--- src/mbus_pkg.sv ---
// ------------------
// Main bus types
// Request and response words passed between the master ports,
// the arbiter and the slaves
// ------------------

package mbus_pkg;

	// Master 0 has the highest priority
	localparam int NUM_MASTERS = 3;
	localparam int MIDX_W = (NUM_MASTERS > 1) ? $clog2(NUM_MASTERS) : 1;

	typedef logic [MIDX_W-1:0] midx_t;

	typedef logic [15:0] mbus_word_t;

	// ------------------
	// Request, 42 bits
	// ------------------
	// be[1] is the upper lane (even byte), be[0] the lower lane (odd byte)
	typedef struct packed {
		logic [23:1] addr;
		mbus_word_t  wdata;
		logic        we;
		logic [1:0]  be;
	} mbus_req_t;

	// ------------------
	// Response, 16 bits
	// ------------------
	typedef struct packed {
		mbus_word_t rdata;
	} mbus_rsp_t;

endpackage

--- src/master_port.sv ---
// ------------------
// Master port
// Four-phase req/ack endpoint, holds one request for the arbiter
// ------------------

module master_port (
	input  logic                MCLK,
	input  logic                reset,
	input  logic                host_req,
	input  mbus_pkg::mbus_req_t host_cmd,
	output logic                host_ack,
	output mbus_pkg::mbus_rsp_t host_rsp,
	output logic                pend,
	output mbus_pkg::mbus_req_t cmd,
	input  logic                grant,
	input  logic                done,
	input  mbus_pkg::mbus_rsp_t rsp
);
	import mbus_pkg::*;

	typedef enum logic [1:0] {
		P_IDLE,
		P_PENDING,
		P_SERVING,
		P_ACKED
	} pstate_t;

	pstate_t   state;
	mbus_req_t cmd_q;
	mbus_rsp_t rsp_q;

	assign pend     = (state == P_PENDING);
	assign host_ack = (state == P_ACKED);
	assign cmd      = cmd_q;
	assign host_rsp = rsp_q;

	always_ff @(posedge MCLK) begin
		if (reset) begin
			state <= P_IDLE;
		end else begin
			case (state)
			P_IDLE:
				if (host_req) begin
					cmd_q <= host_cmd;
					state <= P_PENDING;
				end
			P_PENDING:
				if (grant)
					state <= P_SERVING;
			P_SERVING:
				if (done) begin
					rsp_q <= rsp;
					state <= P_ACKED;
				end
			// Ack stays up until the master lets go of req
			P_ACKED:
				if (!host_req)
					state <= P_IDLE;
			default:
				state <= P_IDLE;
			endcase
		end
	end

endmodule

--- config.mk ---
export PLATFORM = sky130hd
export DESIGN_NAME = master_port
export DESIGN_NICKNAME = d
export VERILOG_FILES = /design/src/mbus_pkg.sv /design/src/master_port.sv
export SDC_FILE = /design/constraint.sdc
export NUM_CORES = 1
export LEC_CHECK = 0
export BUFFER_PORTS_ARGS = -buffer_cell sky130_fd_sc_hd__buf_2
export CAP_MARGIN = 20
export CORE_MARGIN = 5
export CORE_UTILIZATION = 44
export CTS_BUF_LIST = sky130_fd_sc_hd__clkbuf_16
export DETAILED_ROUTE_END_ITERATION = 7
export GPL_TIMING_DRIVEN = 0
export PLACE_DENSITY = 0.8
export SYNTH_ARGS = -nofsm -noshare
export SYNTH_HDL_FRONTEND = slang
export SYNTH_SLANG_ARGS = --single-unit
--- constraint.sdc ---
create_clock -name MCLK -period 3.4 [get_ports MCLK]
set_input_delay 0.51 -clock MCLK [delete_from_list [all_inputs] [get_ports MCLK]]
set_output_delay 0.51 -clock MCLK [all_outputs]
set_load 0.01 [all_outputs]
Word-level counts from Yosys, hierarchy flattened
Cells that the tools add are included.
- register bits after elaboration: 60
- eq/ne operators: 7
- multiplexer cells: 5
- bitwise gates (word level): 1
- reductions and logical operators: 4
- operator list (operator ; number):
    2-bit two-way mux ; 4
    2-bit one-hot mux with 4 select lines ; 1
    2-bit != test (second input constant) ; 3
    3-bit AND reduction ; 2
    2-bit == test (second input constant) ; 2
    4-bit AND reduction ; 1
    2-bit by 1-bit == test with 1-bit output (second input constant) ; 1
    2-bit logical NOT ; 1
    2-bit by 1-bit != test with 1-bit output (second input constant) ; 1
    1-bit inverter ; 1

Longest topological paths before layout
Gate-level depths: netlist of run 1.
- word-level depth: 3
- mapped depth: 5
- gate-level depth less buffers: 5

Least setup slack after synthesis of run 1
OpenSTA, ideal clock, no wires.
- path type: input port to flip-flop
- start: in reset
- end: reg cmd_q, in the netlist cmd[0] (enable)
- setup time: 380 ps
- data arrival time: 1246 ps
- required time: 3020 ps
- setup slack: 1774 ps
- stages on the path: 2
- buffers on the path: 0
- cell sequence: inv_1 > and3_2
- word-level cells in the longest chain between the ends: 2
- RTL lines (what ; RTL line ; text):
    start: declaration ; master_port.sv:8 ; input logic reset,
    1-bit inverter (no line) ; -- ;
    3-bit AND reduction (no line) ; -- ;
    end signal: assignment ; master_port.sv:44 ; cmd_q <= host_cmd;
    end: declaration ; master_port.sv:29 ; mbus_req_t cmd_q;
Every way passes these cells.
A chain may end at the register's enable or synchronous reset.

Worst setup path in the final report of run 1
- start: reg state[0]
- end: reg cmd_q, in the netlist cmd[38] (enable)
- word-level cells in the longest chain between the ends: 2
- RTL lines (what ; RTL line ; text):
    start: declaration ; master_port.sv:28 ; pstate_t state;
    start signal: assignment ; master_port.sv:39 ; state <= P_IDLE;
    start signal: assignment ; master_port.sv:45 ; state <= P_PENDING;
    start signal: assignment ; master_port.sv:49 ; state <= P_SERVING;
    2-bit logical NOT ; master_port.sv:41 ; case (state)
    3-bit AND reduction (no line) ; -- ;
Every way passes these cells.

==> results.yml, run 1 <==
outcome:
  status: "finished clean"
setup_path:
  critPathLaunchType: "flip-flop"
  crit_fanout: 42
  cp.required_ns: 3.33
  crit_type: "flip-flop to flip-flop"
  crit_path_end_kind: "flip-flop"
  r2r_slack_ns: 1.59
  critPathArrivalTime_ns: 1.74
timing:
  worst_pin_slew_ns: 0.914
  fin_hold_ws_ns: 0.370
  rsz0062_at_grt: "no"
  timing.final.hold_violations: 0
  slew_headroom: 0.390
  fmax_mhz: 554
  finalSetupTns_ns: 0
  fin_crit_sh: 0.531
  fin_skew_ns: 0.00347
  finalSetupViolCount: 0
  drv_slew: 0
  final.min_clock_period_ns: 1.81
placement:
  detailed_place_hpwl_um: 3360
  gp_congestion: 0.765
  io_buffers: 122
floorplan:
  initial_core_util: 0.449
  die_area_um2: 5810
  coreArea_um2: 4290
  io_pins: 123
  row_count: 24
  die_h_um: 76.2
  die_w_um: 76.2
cells_and_area:
  layout_common_cells: "buf_2, edfxtp_1, clkbuf_16"
  mostFrequentLayoutCell: "buf_2"
  drive_above_1_share: 0.628
  fill_cells: 299
  n_antenna_cell: 0
  fin_nets: 278
  area_delta_synth_final_pct: 48.0
power_and_ir_drop:
  powerDensity_nw_per_um2: 693
  vdd_drop_max_mv: 0.462
  clkPwrFrac: 0.373
  sequentialPowerShare: 0.484
  total_leakage_power_nw: 1.25
  combPwrFrac: 0.143
  internal_power_mw: 1.52
  p_sw_mw: 0.461
  switching_share: 0.233
drt:
  ant_nets: 0
  detail_route.first_pass.iterations: 4
  wl_per_cell_um: 16.1
  num_vias: 1224
  drc: 0
  drt_wl_total_um: 4310
  vias_per_cell: 4.58
  drt_iter0_markers: 73
clocking:
  cts-hold-fix-buffers: 0
  numClockSinks: 60
  clk_path_buf_depth: 2
  cts_buffers: 9
  h-tree-depth: 3
  clk_pin_slew_ns: 0.05
  post_cts_buffers: 0
  insertion_delay_ns: 0.31
  cts_tree: "done"
  cts-root-buf: "clkbuf_16"
  post_cts_resize_count: 0
logic_synthesis:
  syn-instance-count: 78
  yosysUniqueCellTypes: 15
  synth-seq-cells: 60
  synth_area_per_cell_um2: 24.7
  synth_seq_area_share: 0.923
  syn_nets: 145
  yosys_warnings: 0
  synth_area_um2: 1930
grt:
  antenna_found_initial: 0
  grt_max_degree: 43
  grt_usage: 0.158
  grt_pass1_wl_um: 6840
  grt_overflow: 0
  grt_pass1_vias: 1310
flow_run:
  drv_cap: 0
worst_hold_path:
  worstHoldPathType: "input pin to flip-flop"
[worst max-delay path: stages (launching register included)]
cell,delay (ns)
dfxtp_1,0.34
inv_1,0.09
ha_1,0.18
and3_2,0.80
[layer usage]
metal	share of wire	GRT usage	up-vias
li1	-	-	579
met1	0.41	0.189	555
met2	0.47	0.241	85
met3	0.11	0.0721	5
met4	0.015	0.0734	0
met5	0	0	-
[flip-flops by register name (all words and copies together), names as in the netlist]
register  cells
state         2
cmd          42
host_rsp     16
[layout make-up]
class                           instances  area (µm²)  area share
Sequential cell                        60        1780       0.624
Timing Repair Buffer                  122         611       0.214
Clock buffer                            9         225      0.0789
Multi-Input combinational cell         15         136      0.0478
Tap cell                               52        65.1      0.0228
Clock inverter                          6        25.0     0.00876
Inverter                                3        11.3     0.00394
[Yosys cell counts]
master | instances | area share
edfxtp_1 | 58 | 0.90
ha_1 | 4 | 0.026
inv_1 | 3 | 0.0058
dfxtp_1 | 2 | 0.021
and2b_1 | 1 | 0.0039
and3_1 | 1 | 0.0032
and3_2 | 1 | 0.0039
mux2_4 | 1 | 0.0078
nand2_1 | 1 | 0.0019
nor2b_1 | 1 | 0.0032
nor3_1 | 1 | 0.0026
o211a_1 | 1 | 0.0052
o311ai_0 | 1 | 0.0045
o41ai_1 | 1 | 0.0045
or4_1 | 1 | 0.0039
[path summary, 6_finish.rpt]
path / startpoint / to / cells past startpoint
max: state[0] / cmd[38] / 3
min: host_cmd[4] / cmd[4] / 1
min reg2reg: state[1] / state[1] / 2
max reg2reg: state[0] / cmd[38] / 3
[stage by stage]
stage | setup WS (ns) | power, mW | util | cell area [µm²] | std cells
global route | 1.45 | 2.08 | 0.665 | 2860 | 267
floorplan | 1.77 | 1.12 | - | 1930 | 78
global placement | 1.47 | 1.25 | 0.607 | 2610 | 252
detailed placement | 1.45 | 1.26 | 0.607 | 2610 | 252
finish | 1.59 | 1.98 | 0.665 | 2860 | 267
CTS | 1.58 | 2.00 | 0.665 | 2860 | 267
[power by group through the flow]
stage / Combinational (mW) / Clock (mW) / Sequential (mW)
6_report: 0.283 / 0.738 / 0.958
5_1_grt: 0.313 / 0.799 / 0.969
4_1_cts: 0.287 / 0.755 / 0.960
3_5_place_dp: 0.285 / 0 / 0.972
3_3_place_gp: 0.281 / 0 / 0.967
2_1_floorplan: 0.109 / 0 / 1.01
[cells by family (layout without fill, tap and decap cells)]
| logic type | after synthesis | after routing | share of synthesized area |
|---|---|---|---|
| flip-flops | 60 | 60 | 0.923 |
| AND/OR/NAND/NOR | 7 | 7 | 0.0227 |
| adder cells (fa/ha/maj) | 4 | 4 | 0.0259 |
| AO/OA/AOI/OAI | 3 | 3 | 0.0143 |
| buffers and inverters | 3 | 140 | 0.00584 |
| multiplexers | 1 | 1 | 0.00778 |
Note: power is estimated with default switching activity, not from simulation.
==> run 2, diff against run 1 <==
--- a/config.mk
+++ b/config.mk
@@ -8,11 +8,11 @@
 export BUFFER_PORTS_ARGS = -buffer_cell sky130_fd_sc_hd__buf_2
 export CAP_MARGIN = 20
 export CORE_MARGIN = 5
-export CORE_UTILIZATION = 44
+export CORE_UTILIZATION = 37
 export CTS_BUF_LIST = sky130_fd_sc_hd__clkbuf_16
 export DETAILED_ROUTE_END_ITERATION = 7
 export GPL_TIMING_DRIVEN = 0
-export PLACE_DENSITY = 0.8
+export PLACE_DENSITY = 0.71
 export SYNTH_ARGS = -nofsm -noshare
 export SYNTH_HDL_FRONTEND = slang
 export SYNTH_SLANG_ARGS = --single-unit
==> constraint.sdc (replaced) <==
create_clock -name MCLK -period 1.65 [get_ports MCLK]
set_input_delay 0.2475 -clock MCLK [delete_from_list [all_inputs] [get_ports MCLK]]
set_output_delay 0.2475 -clock MCLK [all_outputs]
set_load 0.01 [all_outputs]
==> run 2 against run 1 <==
Compared with the run above:
- utilization down 9.0 points
- combinational power up 110%
- fmax up 16%
- via count down 0.49%
- critical endpoint is now state[0]
- wire length down 1.5%
- global-route usage down 3.7 points
- first-iteration DRC count down 5.5%
- final cell count up 7.1%
==> results.yml, run 2 (synthesis gave the netlist of run 1 again) <==
grt:
  grt_usage: 0.121
  grt_pass1_wl_um: 5580
  antenna_found_initial: 0
  grt_pass1_vias: 1187
  grt_overflow: 0
  grt_max_degree: 43
timing:
  fin_hold_ws_ns: 0.102
  final.min_clock_period_ns: 1.56
  fin_crit_sh: 0.945
  timing.final.hold_violations: 0
  fmax_mhz: 641
  fin_ws_ns: 0.0910
  finalSetupTns_ns: 0
  fin_skew_ns: 0.00528
  slew_headroom: 0.649
  finalSetupViolCount: 0
  rsz0062_at_grt: "no"
  worst_pin_slew_ns: 0.526
  drv_slew: 0
clocking:
  post_cts_buffers: 0
  cts-hold-fix-buffers: 0
  clk_path_buf_depth: 2
  cts_buffers: 9
  cts-root-buf: "clkbuf_16"
  cts_tree: "done"
  insertion_delay_ns: 0.32
  numClockSinks: 60
  clk_pin_slew_ns: 0.05
  h-tree-depth: 3
floorplan:
  die_area_um2: 6760
  row_count: 26
  io_pins: 123
  die_w_um: 82.2
  die_h_um: 82.2
  initial_core_util: 0.380
  coreArea_um2: 5070
worst_hold_path:
  hold-path-cell-count: 1
  worstHoldPathType: "input pin to flip-flop"
  min-delay-start: "host_cmd[19]"
  hold_end: "cmd[19]"
cells_and_area:
  final_cells: 286
  area_delta_synth_final_pct: 51.3
  largest_register_ffs: 42
  fill_cells: 418
  layout_common_cells: "buf_2, edfxtp_1, clkbuf_16"
  seq_area_um2: 1780
  fin_nets: 278
  utilization: 0.575
  multiInputGateArea_um2: 141
  n_antenna_cell: 0
  drive_above_1_share: 0.648
  mostFrequentLayoutCell: "buf_2"
setup_path:
  crit_path_end_kind: "flip-flop"
  crit_type: "flip-flop to flip-flop"
  r2r_start: "state[0]"
  critPathArrivalTime_ns: 1.76
  r2r_end: "state[0]"
  r2r_slack_ns: 0.09
  critPathLaunchType: "flip-flop"
  worstRegToRegCells: 5
  critPathLaunch: "state[0]"
  cp.required_ns: 1.85
  crit_fanout: 4
flow_run:
  drv_cap: 0
drt:
  detail_route.first_pass.iterations: 4
  drc: 0
  drt_iter0_markers: 69
  num_vias: 1218
  vias_per_cell: 4.26
  ant_nets: 0
  drt_wl_total_um: 4240
  wl_per_cell_um: 14.8
power_and_ir_drop:
  total_leakage_power_nw: 1.26
  powerDensity_nw_per_um2: 1470
  vdd_drop_max_mv: 0.627
placement:
  dp_slack_ns: -0.135
  dp_cells: 270
  gp_congestion: 0.705
  io_buffers: 122
outcome:
  status: "finished clean"
## run 2: cell count changes in the layout (fill, tap and decap cells not counted)
cell        previous run  this run
bufinv_16              0         1
clkinvlp_4             0         1
dfxtp_1                2         0
dfxtp_2                0         2
and3_4                 0         1
and3_1                 1         0
inv_1                  5         4
## run 2: worst max-delay path by stage
stage / endpoint / slack (ns) / depth (start not counted)
4_1_cts: state[0] / 0.04 / 5
3_5_place_dp: cmd[10] / -0.14 / 3
6_report: state[0] / 0.09 / 5
5_1_grt: state[0] / 0.03 / 5
2_1_floorplan: cmd[0] / 0.08 / 3
3_3_place_gp: cmd[19] / -0.13 / 3
## run 2: critical path: stages (launching register included)
cell and delay [ns]:
dfxtp_2 0.35, inv_1 0.06, ha_1 0.21, mux2_4 0.29, or4_1 0.40, o211a_1 0.14
## run 2: area by class of cell
class | count | share of cell area
flip-flops and latches | 60 | 0.611
repair buffers | 122 | 0.209
clock buffers | 9 | 0.0772
multi-input cells | 15 | 0.0484
well taps | 70 | 0.0300
clock inverters | 7 | 0.0201
inverters | 3 | 0.00386
## run 2: per-stage QoR
step / power (mW) / instance area (µm²)
floorplan: 2.30 / 1930
global placement: 2.57 / 2630
detailed placement: 2.59 / 2630
CTS: 4.35 / 2920
global route: 4.52 / 2920
finish: 4.29 / 2920
## run 2: routing by layer
metal / wire length (µm) / GRT usage / vias up
li1: - / - / 575
met1: 1590 / 0.131 / 547
met2: 1990 / 0.187 / 89
met3: 604 / 0.0672 / 7
met4: 57 / 0.0648 / 0
met5: 0 / 0 / -
## run 2: power by group
| part | total [mW] | internal [mW] | switching, mW |
|---|---|---|---|
| sequential | 1.97 | 1.91 | 0.0566 |
| clock | 1.73 | 1.14 | 0.590 |
| combinational | 0.583 | 0.247 | 0.336 |
| total | 4.29 | 3.30 | 0.982 |
## run 2: repair_timing
action | CTS | global route
endpoints found under the setup margin | 42 | 17
gates resized for setup | 1 | 3
hold endpoints to repair | 0 | 0
==> run 3, diff against run 2 <==
--- a/config.mk
+++ b/config.mk
@@ -13,6 +13,7 @@
 export DETAILED_ROUTE_END_ITERATION = 7
 export GPL_TIMING_DRIVEN = 0
 export PLACE_DENSITY = 0.71
+export RECOVER_POWER = 100
 export SYNTH_ARGS = -nofsm -noshare
 export SYNTH_HDL_FRONTEND = slang
 export SYNTH_SLANG_ARGS = --single-unit
==> run 3 against run 2 <==
Compared with the run above:
- die area stayed put
- sequential cell count stayed put
- worst hold slack hardly changed
- non-clock buffer count stayed put
- clock skew hardly changed
- sequential share of layout area is 1.6 points higher
- wire length is 1.4% higher
- final cell count stayed put
- largest cell class unchanged
- register-to-register slack hardly changed
- fmax hardly changed
- count of clock-buffer cells in the layout stayed put
- critical path depth stayed put
==> results.yml, run 3 (synthesis gave the netlist of run 1 again) <==
outcome:
  status: "finished clean"
timing:
  fmax_mhz: 641
  final.min_clock_period_ns: 1.56
  finalSetupTns_ns: 0
  slew_headroom: 0.650
  fin_ws_ns: 0.0898
  timing.final.hold_violations: 0
  finalSetupViolCount: 0
  drv_slew: 0
  rsz0062_at_grt: "no"
  fin_crit_sh: 0.946
  worst_pin_slew_ns: 0.524
  fin_hold_ws_ns: 0.102
  fin_skew_ns: 0.00504
setup_path:
  crit_path_end_kind: "flip-flop"
  cp_cell_sequence: "inv_1, ha_1, mux2_4, or4_1, o211a_1"
  critPathLaunchType: "flip-flop"
  r2r_end: "state[0]"
  r2r_start: "state[0]"
  r2r_slack_ns: 0.09
  path_buf_inv: 1
  crit_type: "flip-flop to flip-flop"
  cpMaxStageDelayCell: "or4_1"
  critPathArrivalTime_ns: 1.77
  slowest_delay_ns: 0.40
  cp.required_ns: 1.85
  worstRegToRegCells: 5
  crit_fanout: 4
  cp_top_family: "simple AND/OR/NAND/NOR gates"
floorplan:
  die_w_um: 82.2
  io_pins: 123
  row_count: 26
  coreArea_um2: 5070
  die_h_um: 82.2
  die_area_um2: 6760
  initial_core_util: 0.380
drt:
  detail_route.first_pass.iterations: 4
  vias_per_cell: 4.23
  num_vias: 1211
  ant_nets: 0
  drt_iter0_markers: 62
  drc: 0
  drt_wl_total_um: 4300
  wl_per_cell_um: 15.0
clocking:
  clk_path_buf_depth: 2
  cts_tree: "done"
  insertion_delay_ns: 0.32
  cts-hold-fix-buffers: 0
  clk_pin_slew_ns: 0.05
  h-tree-depth: 3
  numClockSinks: 60
  cts_buffers: 9
  cts-root-buf: "clkbuf_16"
cells_and_area:
  n_antenna_cell: 0
  layout_common_cells: "buf_2, clkbuf_1, edfxtp_1"
  area_delta_synth_final_pct: 47.5
  fill_cells: 443
  drive_above_1_share: 0.375
  largest_register_ffs: 42
  fin_nets: 278
  final_cells: 286
  mostFrequentLayoutCell: "buf_2"
  fin_area_um2: 2850
worst_hold_path:
  min-delay-start: "host_cmd[19]"
  hold-path-cell-count: 1
  hold_end: "cmd[19]"
  worstHoldPathType: "input pin to flip-flop"
placement:
  gp_congestion: 0.705
  dpl-instance-area_um2: 2630
  dp_slack_ns: -0.135
  io_buffers: 122
  dp_cells: 270
grt:
  antenna_found_initial: 0
  grt_usage: 0.121
  grt_pass1_vias: 1187
  grt_pass1_wl_um: 5580
  grt_overflow: 0
  grt_max_degree: 43
power_and_ir_drop:
  vdd_drop_max_mv: 0.625
  powerDensity_nw_per_um2: 1500
  total_leakage_power_nw: 1.10
flow_run:
  drv_cap: 0
==> run 3: per-layer routing <==
layer	vias to the layer above	wire [µm]	share of wire	track usage
met4	0	57	0.013	0.0648
met3	7	614	0.14	0.0672
met1	538	1630	0.38	0.131
li1	575	-	-	-
met2	91	2000	0.46	0.187
met5	-	0	0	0
==> run 3: worst max path at each step <==
stage	startpoint	to	slack, ns	cells after the start
CTS	state[1]	state[0]	0.04	5
global placement	state[1]	cmd[19]	-0.13	3
floorplan	state[0]	cmd[0]	0.08	3
global route	state[0]	state[0]	0.03	5
finish	state[0]	state[0]	0.09	5
detailed placement	state[1]	cmd[10]	-0.14	3
==> run 3: through the flow <==
stage / utilization / total power [mW]
after floorplan: - / 2.30
after global placement: 0.518 / 2.57
final: 0.561 / 4.25
after CTS: 0.574 / 4.35
after global routing: 0.561 / 4.48
after detailed placement: 0.518 / 2.59
==> run 3: power by group <==
group          internal (mW)  total [mW]  switching, mW
sequential              1.91        1.98         0.0621
clock                   1.14        1.73          0.591
combinational          0.207       0.544          0.337
total                   3.26        4.25          0.990
==> run 3: worst register-to-register path: cells and delay by family (launching register included) <==
kind                       cells  cell delay [ns]
muxes                          1             0.29
AOI/OAI and AO/OA              1             0.14
and+or+nand+nor                1             0.40
buffers and inverters          1             0.06
adders and majority gates      1             0.21
DFF                            1             0.35
==> run 3: repair_timing <==
item | 4_1_cts | 5_1_grt
gates resized for setup | 1 | 3
setup endpoints to repair | 42 | 17
hold endpoints to repair | 0 | 0
buffers inserted | 0 | 0
==> run 3: cell type report <==
type                       instances  area (µm²)  share of cell area
sequential                        60        1780               0.627
multi-input combinational         15         141              0.0497
tap                               70        87.6              0.0308
inverter                           3        11.3             0.00396
timing repair buffer             122         537               0.189
clock inverter                     7        58.8              0.0207
clock buffer                       9         225              0.0792
