File: src/map_pkg.sv
// ------------------
// Console address map
// Region bounds, register addresses and the open bus value
// ------------------

package map_pkg;

	// ROM region 000000-9FFFFF, word address bound
	localparam logic [23:1] ROM_TOP_WORD = 23'h50_0000;

	// Z80 window, A00000-A0FFFF with the upper half mirrored
	localparam logic [7:0] ZBUS_BASE_HI = 8'hA0;

	// 8 KB of Z80 RAM seen as word positions
	localparam int ZRAM_WORDS = 4096;

	// ------------------
	// Control registers
	// ------------------
	// A11100 bus request, A11200 Z80 reset release
	localparam logic [23:1] CTRL_BUSREQ_WORD = 23'h50_8880;
	localparam logic [23:1] CTRL_RESET_WORD  = 23'h50_8900;
	localparam int          CTRL_BIT         = 8;

	// Work RAM E00000-FFFFFF, 64 KB mirrored
	localparam logic [2:0] RAM_TOP3  = 3'b111;
	localparam int         RAM_WORDS = 32768;

	// Read value of anything unmapped
	localparam logic [15:0] OPEN_BUS = 16'hFFFF;

endpackage

File: src/mbus_pkg.sv
// ------------------
// Main bus types
// Request and response words passed between the master ports,
// the arbiter and the slaves
// ------------------

package mbus_pkg;

	// Master 0 has the highest priority
	localparam int NUM_MASTERS = 3;
	localparam int MIDX_W = (NUM_MASTERS > 1) ? $clog2(NUM_MASTERS) : 1;

	typedef logic [MIDX_W-1:0] midx_t;

	typedef logic [15:0] mbus_word_t;

	// ------------------
	// Request, 42 bits
	// ------------------
	// be[1] is the upper lane (even byte), be[0] the lower lane (odd byte)
	typedef struct packed {
		logic [23:1] addr;
		mbus_word_t  wdata;
		logic        we;
		logic [1:0]  be;
	} mbus_req_t;

	// ------------------
	// Response, 16 bits
	// ------------------
	typedef struct packed {
		mbus_word_t rdata;
	} mbus_rsp_t;

endpackage

File: src/mbus_arbiter.sv
// ------------------
// Main bus arbiter
// Fixed priority between masters, address decode, ROM toggle
// handshake and the Z80 control registers
// ------------------

module mbus_arbiter (
	input  logic                              MCLK,
	input  logic                              reset,
	input  logic [mbus_pkg::NUM_MASTERS-1:0]  pend,
	input  mbus_pkg::mbus_req_t               cmd [mbus_pkg::NUM_MASTERS],
	output logic [mbus_pkg::NUM_MASTERS-1:0]  grant,
	output logic [mbus_pkg::NUM_MASTERS-1:0]  done,
	output mbus_pkg::mbus_rsp_t               rsp,
	input  logic [23:0]                       rom_words,
	output logic [22:0]                       rom_addr,
	output logic                              rom_req,
	input  logic                              rom_ack,
	input  mbus_pkg::mbus_word_t              rom_data,
	output logic                              ram_we,
	output logic [1:0]                        ram_be,
	output logic [14:0]                       ram_addr,
	output mbus_pkg::mbus_word_t              ram_d,
	input  mbus_pkg::mbus_word_t              ram_q,
	output logic                              zstart,
	output mbus_pkg::mbus_req_t               zcmd,
	input  logic                              zdone,
	input  logic [7:0]                        zq,
	output logic                              z80_busreq,
	output logic                              z80_run
);
	import mbus_pkg::*;
	import map_pkg::*;

	typedef enum logic [2:0] {
		ST_IDLE,
		ST_SELECT,
		ST_RAM,
		ST_ZBUS,
		ST_ROM,
		ST_FINISH
	} state_t;

	state_t     state;
	midx_t      owner;
	midx_t      pick;
	logic       any_pend;
	mbus_req_t  cur;
	mbus_word_t data;
	mbus_word_t ctrl_q;
	logic       sel_rom;
	logic       sel_zbus;
	logic       sel_ctrl;
	logic       sel_ram;
	logic       rom_hit;

	// Lowest pending index wins
	always_comb begin
		pick     = '0;
		any_pend = 1'b0;
		for (int i = NUM_MASTERS - 1; i >= 0; i--) begin
			if (pend[i]) begin
				pick     = midx_t'(i);
				any_pend = 1'b1;
			end
		end
	end

	// ------------------
	// Region decode
	// ------------------
	assign sel_rom  = (cur.addr < ROM_TOP_WORD);
	assign sel_zbus = (cur.addr[23:16] == ZBUS_BASE_HI);
	assign sel_ctrl = (cur.addr == CTRL_BUSREQ_WORD) || (cur.addr == CTRL_RESET_WORD);
	assign sel_ram  = (cur.addr[23:21] == RAM_TOP3);
	// Only reads inside the cartridge size go out to the ROM
	assign rom_hit  = sel_rom && !cur.we && ({1'b0, cur.addr} < rom_words);

	// Bus request flag reads 0 once the Z80 has released the bus
	always_comb begin
		ctrl_q = OPEN_BUS;
		if (cur.addr == CTRL_BUSREQ_WORD)
			ctrl_q[CTRL_BIT] = ~(z80_busreq & z80_run);
	end

	always_comb begin
		grant = '0;
		done  = '0;
		if (state == ST_SELECT)
			grant[owner] = 1'b1;
		if (state == ST_FINISH)
			done[owner] = 1'b1;
	end

	assign rsp.rdata = data;
	assign rom_addr  = cur.addr;
	assign ram_addr  = cur.addr[15:1];
	assign ram_d     = cur.wdata;
	assign ram_be    = cur.be;
	assign ram_we    = (state == ST_SELECT) && sel_ram && cur.we;
	assign zstart    = (state == ST_SELECT) && sel_zbus;
	assign zcmd      = cur;

	// ------------------
	// Bus FSM
	// ------------------
	always_ff @(posedge MCLK) begin
		if (reset) begin
			state      <= ST_IDLE;
			owner      <= '0;
			rom_req    <= 1'b0;
			z80_busreq <= 1'b0;
			z80_run    <= 1'b0;
		end else begin
			case (state)
			ST_IDLE:
				if (any_pend) begin
					owner <= pick;
					cur   <= cmd[pick];
					state <= ST_SELECT;
				end
			ST_SELECT: begin
				// Writes and misses finish with open bus
				data  <= OPEN_BUS;
				state <= ST_FINISH;
				if (sel_ram) begin
					state <= ST_RAM;
				end else if (sel_zbus) begin
					state <= ST_ZBUS;
				end else if (rom_hit) begin
					rom_req <= ~rom_ack;
					state   <= ST_ROM;
				end else if (sel_ctrl) begin
					if (cur.we && cur.be[1]) begin
						if (cur.addr == CTRL_BUSREQ_WORD)
							z80_busreq <= cur.wdata[CTRL_BIT];
						else
							z80_run <= cur.wdata[CTRL_BIT];
					end else if (!cur.we) begin
						data <= ctrl_q;
					end
				end
			end
			ST_RAM: begin
				if (!cur.we)
					data <= ram_q;
				state <= ST_FINISH;
			end
			ST_ZBUS:
				if (zdone) begin
					if (!cur.we)
						data <= {zq, zq};
					state <= ST_FINISH;
				end
			ST_ROM:
				if (rom_req == rom_ack) begin
					data  <= rom_data;
					state <= ST_FINISH;
				end
			ST_FINISH:
				state <= ST_IDLE;
			default:
				state <= ST_IDLE;
			endcase
		end
	end

endmodule

File: config.mk
export PLATFORM = sky130hd
export DESIGN_NAME = mbus_arbiter
export DESIGN_NICKNAME = d
export VERILOG_FILES = /design/src/map_pkg.sv /design/src/mbus_pkg.sv /design/src/mbus_arbiter.sv
export SDC_FILE = /design/constraint.sdc
export NUM_CORES = 1
export LEC_CHECK = 0
export BUFFER_PORTS_ARGS = -buffer_cell sky130_fd_sc_hd__buf_2
export CELL_PAD_IN_SITES_DETAIL_PLACEMENT = 1
export CELL_PAD_IN_SITES_GLOBAL_PLACEMENT = 1
export CORE_MARGIN = 2
export CORE_UTILIZATION = 31
export DETAILED_ROUTE_END_ITERATION = 16
export PLACE_DENSITY = 0.95
export SYNTH_ARGS = -nofsm -noshare
export SYNTH_HDL_FRONTEND = slang
export SYNTH_SLANG_ARGS = --single-unit
File: constraint.sdc
create_clock -name MCLK -period 20.6 [get_ports MCLK]
set_clock_uncertainty 0.2 [all_clocks]
set_input_delay 6.18 -clock MCLK [delete_from_list [all_inputs] [get_ports MCLK]]
set_output_delay 6.18 -clock MCLK [all_outputs]
set_load 0.005 [all_outputs]
---- After elaboration in Yosys (flattened, before gate mapping) ----
Index checks and enable logic that the tools add are counted.
storage, ports and cells
  flip-flop bits (word level) ............. 66
  input port bits ......................... 197
  output and inout bits ................... 125
  logic and storage cells ................. 89
operators by class
  order comparisons ....................... 5
  equal/unequal tests ..................... 15
  mux-type cells .......................... 32
  bitwise operators ....................... 9
  reductions and logical operators ........ 18
operators by type and width
  operator                                                                count
  42-bit binary-select mux with 2-bit select                              1
  42-bit two-way mux                                                      2
  16-bit two-way mux                                                      4
  16-bit one-hot mux with 4 select lines                                  1
  9-bit two-way mux                                                       6
  23-bit equality test (second input constant)                            2
  23-bit by 24-bit less-than comparator with 1-bit output                 1
  23-bit less-than comparator (second input constant)                     1
  3-bit two-way mux                                                       7
  3-bit one-hot mux with 5 select lines                                   1
  7-bit AND reduction                                                     2
  2-bit inequality test (second input constant)                           5
  3-bit equality test (second input constant)                             3
  8-bit equality test (second input constant)                             1
  1-bit logical AND                                                       7
  1-bit NOT                                                               7
  3-bit by 2-bit equality test with 1-bit output (second input constant)  2
  1-bit two-way mux                                                       6
  2-bit two-way mux                                                       3
  3-bit AND reduction                                                     2
  6-bit AND reduction                                                     1
  4-bit AND reduction                                                     1
  4-bit nonzero test                                                      1
  3-bit by 1-bit equality test with 1-bit output (second input constant)  1
  11 further kinds                                                        11

---- Longest topological paths before layout ----
Gate-level depths: netlist (run 1).
  depth after elaboration ................. 10
  gate-level depth with buffers ........... 8
  gate-level depth less buffers ........... 8

---- Worst setup path after synthesis (run 1) ----
Ideal clock, no wire load.
  kind .................................... input to register
  start ................................... input reset
  end ..................................... register cur, in the netlist ram_be[0] (enable)
  setup time .............................. 0.546 ns
  data arrival time ....................... 10.410 ns
  required time ........................... 19.854 ns
  setup slack ............................. 9.444 ns
  cell stages on the path ................. 2
  buffers on the path ..................... 1
  cell sequence ........................... buf_4 > nor4_1
between the ends
  longest elaborated chain between the ends .. 2
RTL lines
  item                           RTL line             RTL
  from (decl)                    mbus_arbiter.sv:9    input logic reset,
  1-bit NOT (no line)            -
  3-bit AND reduction (no line)  -
  to (signal assigned)           mbus_arbiter.sv:119  cur <= cmd[pick];
  to (decl)                      mbus_arbiter.sv:48   mbus_req_t cur;
No other way between the ends.
A chain may end at the register's enable or synchronous reset.

---- Worst setup path in the final report (run 1) ----
  start ................................... register state[2]
  end ..................................... output done[2] in the netlist's numbering
between the ends
  longest elaborated chain between the ends .. 2
RTL lines
  item                    RTL line             RTL
  from (decl)             mbus_arbiter.sv:44   state_t state;
  from (signal assigned)  mbus_arbiter.sv:109  state <= ST_IDLE;
  from (signal assigned)  mbus_arbiter.sv:120  state <= ST_SELECT;
  from (signal assigned)  mbus_arbiter.sv:125  state <= ST_FINISH;
  3-bit equality test     mbus_arbiter.sv:91   if (state == ST_FINISH)
  3-bit two-way mux       mbus_arbiter.sv:91
  to (decl)               mbus_arbiter.sv:13   output logic [mbus_pkg::NUM_MASTERS-1:0] done,
No other way between the ends.

==> run summary, run 1 <==
Number of synthesized flops with an enable pin: 58
Root Buffer: clkbuf_16
TritonCTS clock tree: done
First-pass GRT wire length: 23790 um
Post-CTS Setup Bufs: 0
Post-synth top area share: 39.02%
DR WL/cell: 18.02 um
Synth area leaders: edfxtp_1 (39%), mux2i_1 (9.9%), buf_4 (9.6%), ha_1 (6.2%), o21ai_0 (5.0%)
Initial Utilization: 31.91%
Peak supply drop: 0.03216 mV
Hold_buf cts: 0
Max Buffers Root-to-Sink: 2
ANT nets after route: 0
Num CTS Buffers: 9
N_diodes: 0
Worst path required time: 14220 ps
Comb pwr share: 27.0%
Gr ovfl total: 0
Crit Path Max Fanout: 20
Post-Place Cells: 889
Period utilization: 41.40%
Core Area: 13990 um^2
Reg2reg start: state[1]
Area leader, netlist: edfxtp_1
Commonest non-fill, non-tap cell in the layout: buf_2
Min-delay worst type: flop to flop
Cells after synthesis: 464
Router iterations before antenna repair: 4
Rel. slew slack: 20.40%
Fin. Hold Viols: 0
Dpl hpwl: 13730 um
H-tree Lvls: 3
Layout cells sized above 1: 48.28%
NetSw: 0.1479 mW
Crit Reg-Reg Endpoint: rsp[4]
Net count, final: 939
Final Util: 43.83%
Int Power: 0.3402 mW
Sw frac: 30.30%
Number of buffers and inverters on the critical path: 1
Critical path startpoint category: flop
Yosys cell types: 47
1st-iter DRT viols: 148
Crit path max-delay cell type: dfxtp_1
Slew Viols, Final: 0
Largest net degree at the start of global routing: 85
Worst path cell trace: nand2b_1, or2_2, nor3b_1, buf_2
Number of global-route vias before repair: 4454
Ys Warns: 0
Post-Route WL: 16310 um
Flops & latches, synth: 66
Asr flop ratio synth: 0%
Number of max-cap violations: 0
Reg2Reg Setup Slack: 17530 ps
Most frequent cells in the layout: buf_2 (321), edfxtp_1 (58), nand2_1 (51)
Port-buffer cells: 321
Worst Hold Path EP: rom_req
WHS Path Cells: 2
CP endpoint kind: output port
Gpl congestion: 0.8735
P_leak: 2.837 nW
Post-Layout Cell Count: 905
Clock latency on the worst-skew pair: 330 ps
Die area: 15370 um^2
Die Wd: 124.0 um
Synthesized area: 4463 um^2
Clock-pin slew on the worst setup and hold paths: 50 ps
Tmin final: 8529 ps
Die Y: 124.0 um
Clock power share: 33.7%
Sequential area share after synthesis: 42.61%
Layout Area Growth over Synthesis: 37.37%
Main synth FF type: edfxtp_1
Crit path max-delay family: simple AND/OR/NAND/NOR gates
Pwr Density: 79.62 nW/um^2
Worst Max-Slew Pin Slew: 1188 ps
Post-synthesis net count: 683
Drt drc: 0
Fmax: 117.2 MHz
Initial antenna violation count: 0
Vias: 4378
Flop pwr share: 39.4%
Worst r2r path cells: 4
Syn avg cell area: 9.619 um^2
Cell Rows: 43
Final setup fails: 0
WHS: 333.7 ps
Boundary Pins: 322
Post-Route Setup TNS: 0 ps
Post-CTS Resized: 0
CP arrival: 2150 ps
GRT Util Overall: 20.71%
CP max stage delay: 510 ps
Hold path start: rom_req
Setup CP Type: flop to output port
Vias per cell: 4.838
CTS sink count: 66
Status: finished clean
Unrepaired setup endpoints after global routing: false
## how the worst max path moves through the flow
stage	from	cells past startpoint	end	slack [ps]
floorplan	reset	2	ram_be[0]	9440
global placement	rom_words[21]	9	state[0]	12390
detailed placement	rom_ack	5	rsp[15]	12230
CTS	state[2]	4	done[2]	12070
global route	state[2]	4	done[2]	11920
finish	state[2]	4	done[2]	12070
## cells by family (layout without fill, tap and decap cells)
group | count (synthesis) | after routing | share of synthesized area (%)
simple gates | 119 | 119 | 13.01
xor+xnor | 2 | 2 | 0.3926
mux | 44 | 44 | 9.868
compound gates | 106 | 106 | 13.91
flops | 66 | 66 | 42.61
fa+ha+maj | 22 | 22 | 6.168
buf+inv | 105 | 366 | 14.05
## flip-flops by register name, summed over array words and instances, names as in the netlist
name	cells
rom_addr	23
ram_d	16
rsp	16
state	3
owner	2
ram_be	2
rom_req	1
z80_busreq	1
z80_run	1
zcmd	1
## cells in the mapped netlist, types with 2 or more instances
master and instances:
edfxtp_1 58, buf_4 57, nand2_1 51, o21ai_0 45
mux2i_1 44, a21oi_1 26, inv_1 25, ha_1 22
nor2_1 20, o22ai_1 16, clkbuf_1 12, buf_2 9
nor3_1 9, dfxtp_1 8, nand4_1 5, nor3b_1 5
nor4_1 5, nand3_1 4, o21a_1 4, nor4b_1 3
or3_1 3, a21o_1 2, a21o_2 2, and3_1 2
nand3b_1 2, nand4b_1 2, nor2b_1 2, xnor2_1 2
## power by group through the flow
stage	Combinational (mW)	Sequential, mW	Clock (mW)
after floorplan	0.0844	0.189	0
after global placement	0.126	0.194	0
after detailed placement	0.133	0.195	0
after global routing	0.147	0.195	0.173
after CTS	0.134	0.193	0.167
final	0.132	0.192	0.164
## worst min-delay path, stage by stage (launching register included)
cell and delay (ps):
dfxtp_1 330, o21ai_0 80, a21oi_1 70
## per-layer routing
metal,up-vias,global-route usage (%),routed length [um]
li1,2141,-,-
met1,2030,24.46,6516
met2,186,38.05,8512
met3,21,4.121,1035
met4,0,5.688,245
met5,-,0,0
## stage by stage
step	setup slack, ps	cell area [um^2]	power (mW)
after detailed placement	12230	5812	0.3284
after CTS	12070	6131	0.4933
after floorplan	9444	4463	0.2736
after global placement	12390	5812	0.3199
after global routing	11920	6131	0.5156
final	12070	6131	0.4881
## cell type report
type / count / area, um^2
flip-flops and latches: 66 / 1902
inverters: 26 / 97.59
repair buffers: 324 / 1629
fillers: 1746 / 7858
clock inverters: 6 / 80.08
multi-input cells: 293 / 1958
clock buffers: 10 / 239.0
well taps: 180 / 225.2
Note: power is estimated with default switching activity, not from simulation.
==> run 2: changes to the inputs <==
--- a/config.mk
+++ b/config.mk
@@ -9,9 +9,9 @@
 export CELL_PAD_IN_SITES_DETAIL_PLACEMENT = 1
 export CELL_PAD_IN_SITES_GLOBAL_PLACEMENT = 1
 export CORE_MARGIN = 2
-export CORE_UTILIZATION = 31
+export CORE_UTILIZATION = 29
 export DETAILED_ROUTE_END_ITERATION = 16
-export PLACE_DENSITY = 0.95
+export PLACE_DENSITY = 0.92
 export SYNTH_ARGS = -nofsm -noshare
 export SYNTH_HDL_FRONTEND = slang
 export SYNTH_SLANG_ARGS = --single-unit
==> constraint.sdc (replaced) <==
create_clock -name MCLK -period 8 [get_ports MCLK]
set_clock_uncertainty 0.2 [all_clocks]
set_input_delay 2.4 -clock MCLK [delete_from_list [all_inputs] [get_ports MCLK]]
set_output_delay 2.4 -clock MCLK [all_outputs]
set_load 0.005 [all_outputs]
==> run 2 against run 1 <==
First-iteration DRC count rose by 33%. Setup slack got worse by 8800 ps. Critical path depth unchanged. Flip-flop and latch count stayed put. Cell count rose by 0.88%. Combinational power grew to 2.5 times the previous value. Die area up 6.7%. Critical endpoint unchanged. Hold slack worse by 6.1 ps.
==> run summary, run 2 (synthesis gave the netlist of run 1 again) <==
Post-Route Setup TNS: 0 ps (unchanged)
Critical path startpoint category: flop
Worst path required time: 5400 ps (-8820 ps)
ANT nets after route: 0 (unchanged)
CTS sink count: 66 (unchanged)
Drt drc: 0 (unchanged)
Metal2 WL: 7992 um (-6.1%)
Gr ovfl total: 0 (unchanged)
Commonest non-fill, non-tap cell in the layout: buf_2
Final setup fails: 0 (unchanged)
Most frequent cells in the layout: buf_2 (321), edfxtp_1 (58), nand2_1 (51)
Layout cells sized above 1: 48.28% (unchanged)
WHS Path Cells: 2 (unchanged)
Dpl hpwl: 13110 um (-4.5%)
Initial Utilization: 29.47% (-2.4 points)
Unrepaired setup endpoints after global routing: false
Rel. slew slack: 19.25% (-1.2 points)
Pwr Density: 195.2 nW/um^2 (+150%)
M1 WL: 6838 um (+4.9%)
Clock latency on the worst-skew pair: 330 ps (about the same)
Vias: 4460 (+1.9%)
1st-iter DRT viols: 197 (+33%)
Slew Viols, Final: 0 (unchanged)
Reg2Reg Setup Slack: 4990 ps (-12540 ps)
Num CTS Buffers: 9 (unchanged)
Min-delay worst type: flop to flop
Crit Reg-Reg Endpoint: rsp[11]
Die Wd: 128.1 um (+3.3%)
H-tree Lvls: 3 (unchanged)
Reg2reg start: state[1]
Area taken by multi-input logic gates: 1958 um^2 (unchanged)
Worst Hold Path EP: rom_req
CP endpoint kind: output port
Hold path start: rom_req
Number of global-route vias before repair: 4443 (-0.25%)
Gpl congestion: 0.8168 (-6.5%)
Post-Route WL: 16090 um (-1.3%)
Power, Total: 1.188 mW (+140%)
Worst path cell trace: nand2b_1, or2_2, nor3b_1, buf_2
Core Area: 15150 um^2 (+8.3%)
DR WL/cell: 17.62 um (-2.2%)
P_leak: 2.809 nW (-0.98%)
Hold_buf cts: 0 (unchanged)
TritonCTS clock tree: done
Seq. cell area: 1902 um^2 (unchanged)
Port-buffer cells: 321 (unchanged)
Router iterations before antenna repair: 4 (unchanged)
Die Y: 128.1 um (+3.3%)
Cell Rows: 45 (+4.7%)
Number of max-cap violations: 0 (unchanged)
Worst r2r path cells: 4 (unchanged)
Root Buffer: clkbuf_16
Status: finished clean
Period utilization: 58.78%
CP arrival: 2100 ps (-50 ps)
Net count, final: 939 (unchanged)
Fmax: 212.7 MHz
Max Used Layer: met5
Largest net degree at the start of global routing: 81 (-4.7%)
Setup CP Type: flop to output port
Post-CTS Resized: 0 (unchanged)
Initial antenna violation count: 1 (+1)
Vias per cell: 4.885 (+0.98%)
First-pass GRT wire length: 23760 um (-0.15%)
CP max stage delay: 490 ps (-20 ps)
Post-CTS Setup Bufs: 0 (unchanged)
Max Buffers Root-to-Sink: 2 (unchanged)
Boundary Pins: 322 (unchanged)
Peak supply drop: 0.08735 mV (+170%)
Number of flip-flops in the largest register: 23 (unchanged)
Tmin final: 4702 ps
GRT Util Overall: 19.00% (-1.7 points)
Worst Max-Slew Pin Slew: 1205 ps (+17.16 ps)
Layout fillers: 1907 (+9.2%)
Crit path max-delay cell type: or2_2
N_diodes: 0 (unchanged)
Crit Path Max Fanout: 20 (unchanged)
Die area: 16400 um^2 (+6.7%)
Clock-pin slew on the worst setup and hold paths: 60 ps (about the same)
Fin. Hold Viols: 0 (unchanged)
Layout Area Growth over Synthesis: 36.33%
WL met3: 908 um (-12%)
==> run 2: through the flow <==
step	instance area [um^2]	utilization, %	hold slack (ps)	instances	setup slack, ps
after floorplan	4463	-	293.0	464	624.3
after global placement	5822	38.44	294.6	897	3582
after detailed placement	5822	38.44	311.2	897	3443
after CTS	6085	40.17	319.0	913	3284
after global routing	6085	40.17	377.5	913	3138
final	6085	40.17	327.6	913	3298
==> run 2: how the worst max path moves through the flow <==
stage / slack (ps) / from / depth (start not counted) / endpoint
2_1_floorplan: 620 / reset / 2 / ram_be[0]
4_1_cts: 3280 / state[2] / 4 / done[2]
3_3_place_gp: 3580 / rom_words[21] / 9 / state[0]
3_5_place_dp: 3440 / rom_ack / 5 / rsp[0]
5_1_grt: 3140 / state[2] / 4 / done[2]
6_report: 3300 / state[2] / 4 / done[2]
==> run 2: worst max-delay path: cells and delay by family (launching register included) <==
kind / cells / cell delay (ps)
simple gates: 3 / 1150
flops: 1 / 480
buf+inv: 1 / 140
==> run 2: final cells by class <==
type	instances	area share (%)
clock buffers	10	3.763
flip-flops and latches	66	31.26
repair buffers	324	26.77
well taps	188	3.866
multi-input cells	293	32.18
clock inverters	6	0.5552
inverters	26	1.604
==> run 2: report_power, final <==
part | switching (mW) | internal, mW | leakage [nW]
Clock | 0.151 | 0.207 | 0.126
Sequential | 0.0522 | 0.443 | 0.581
Combinational | 0.180 | 0.154 | 2.10
Total | 0.384 | 0.804 | 2.81
==> run 2: layer usage <==
metal	track usage, %	up-vias
met5	0	-
met4	6.852	2
met3	3.297	29
met2	33.19	195
met1	23.54	2092
li1	-	2142
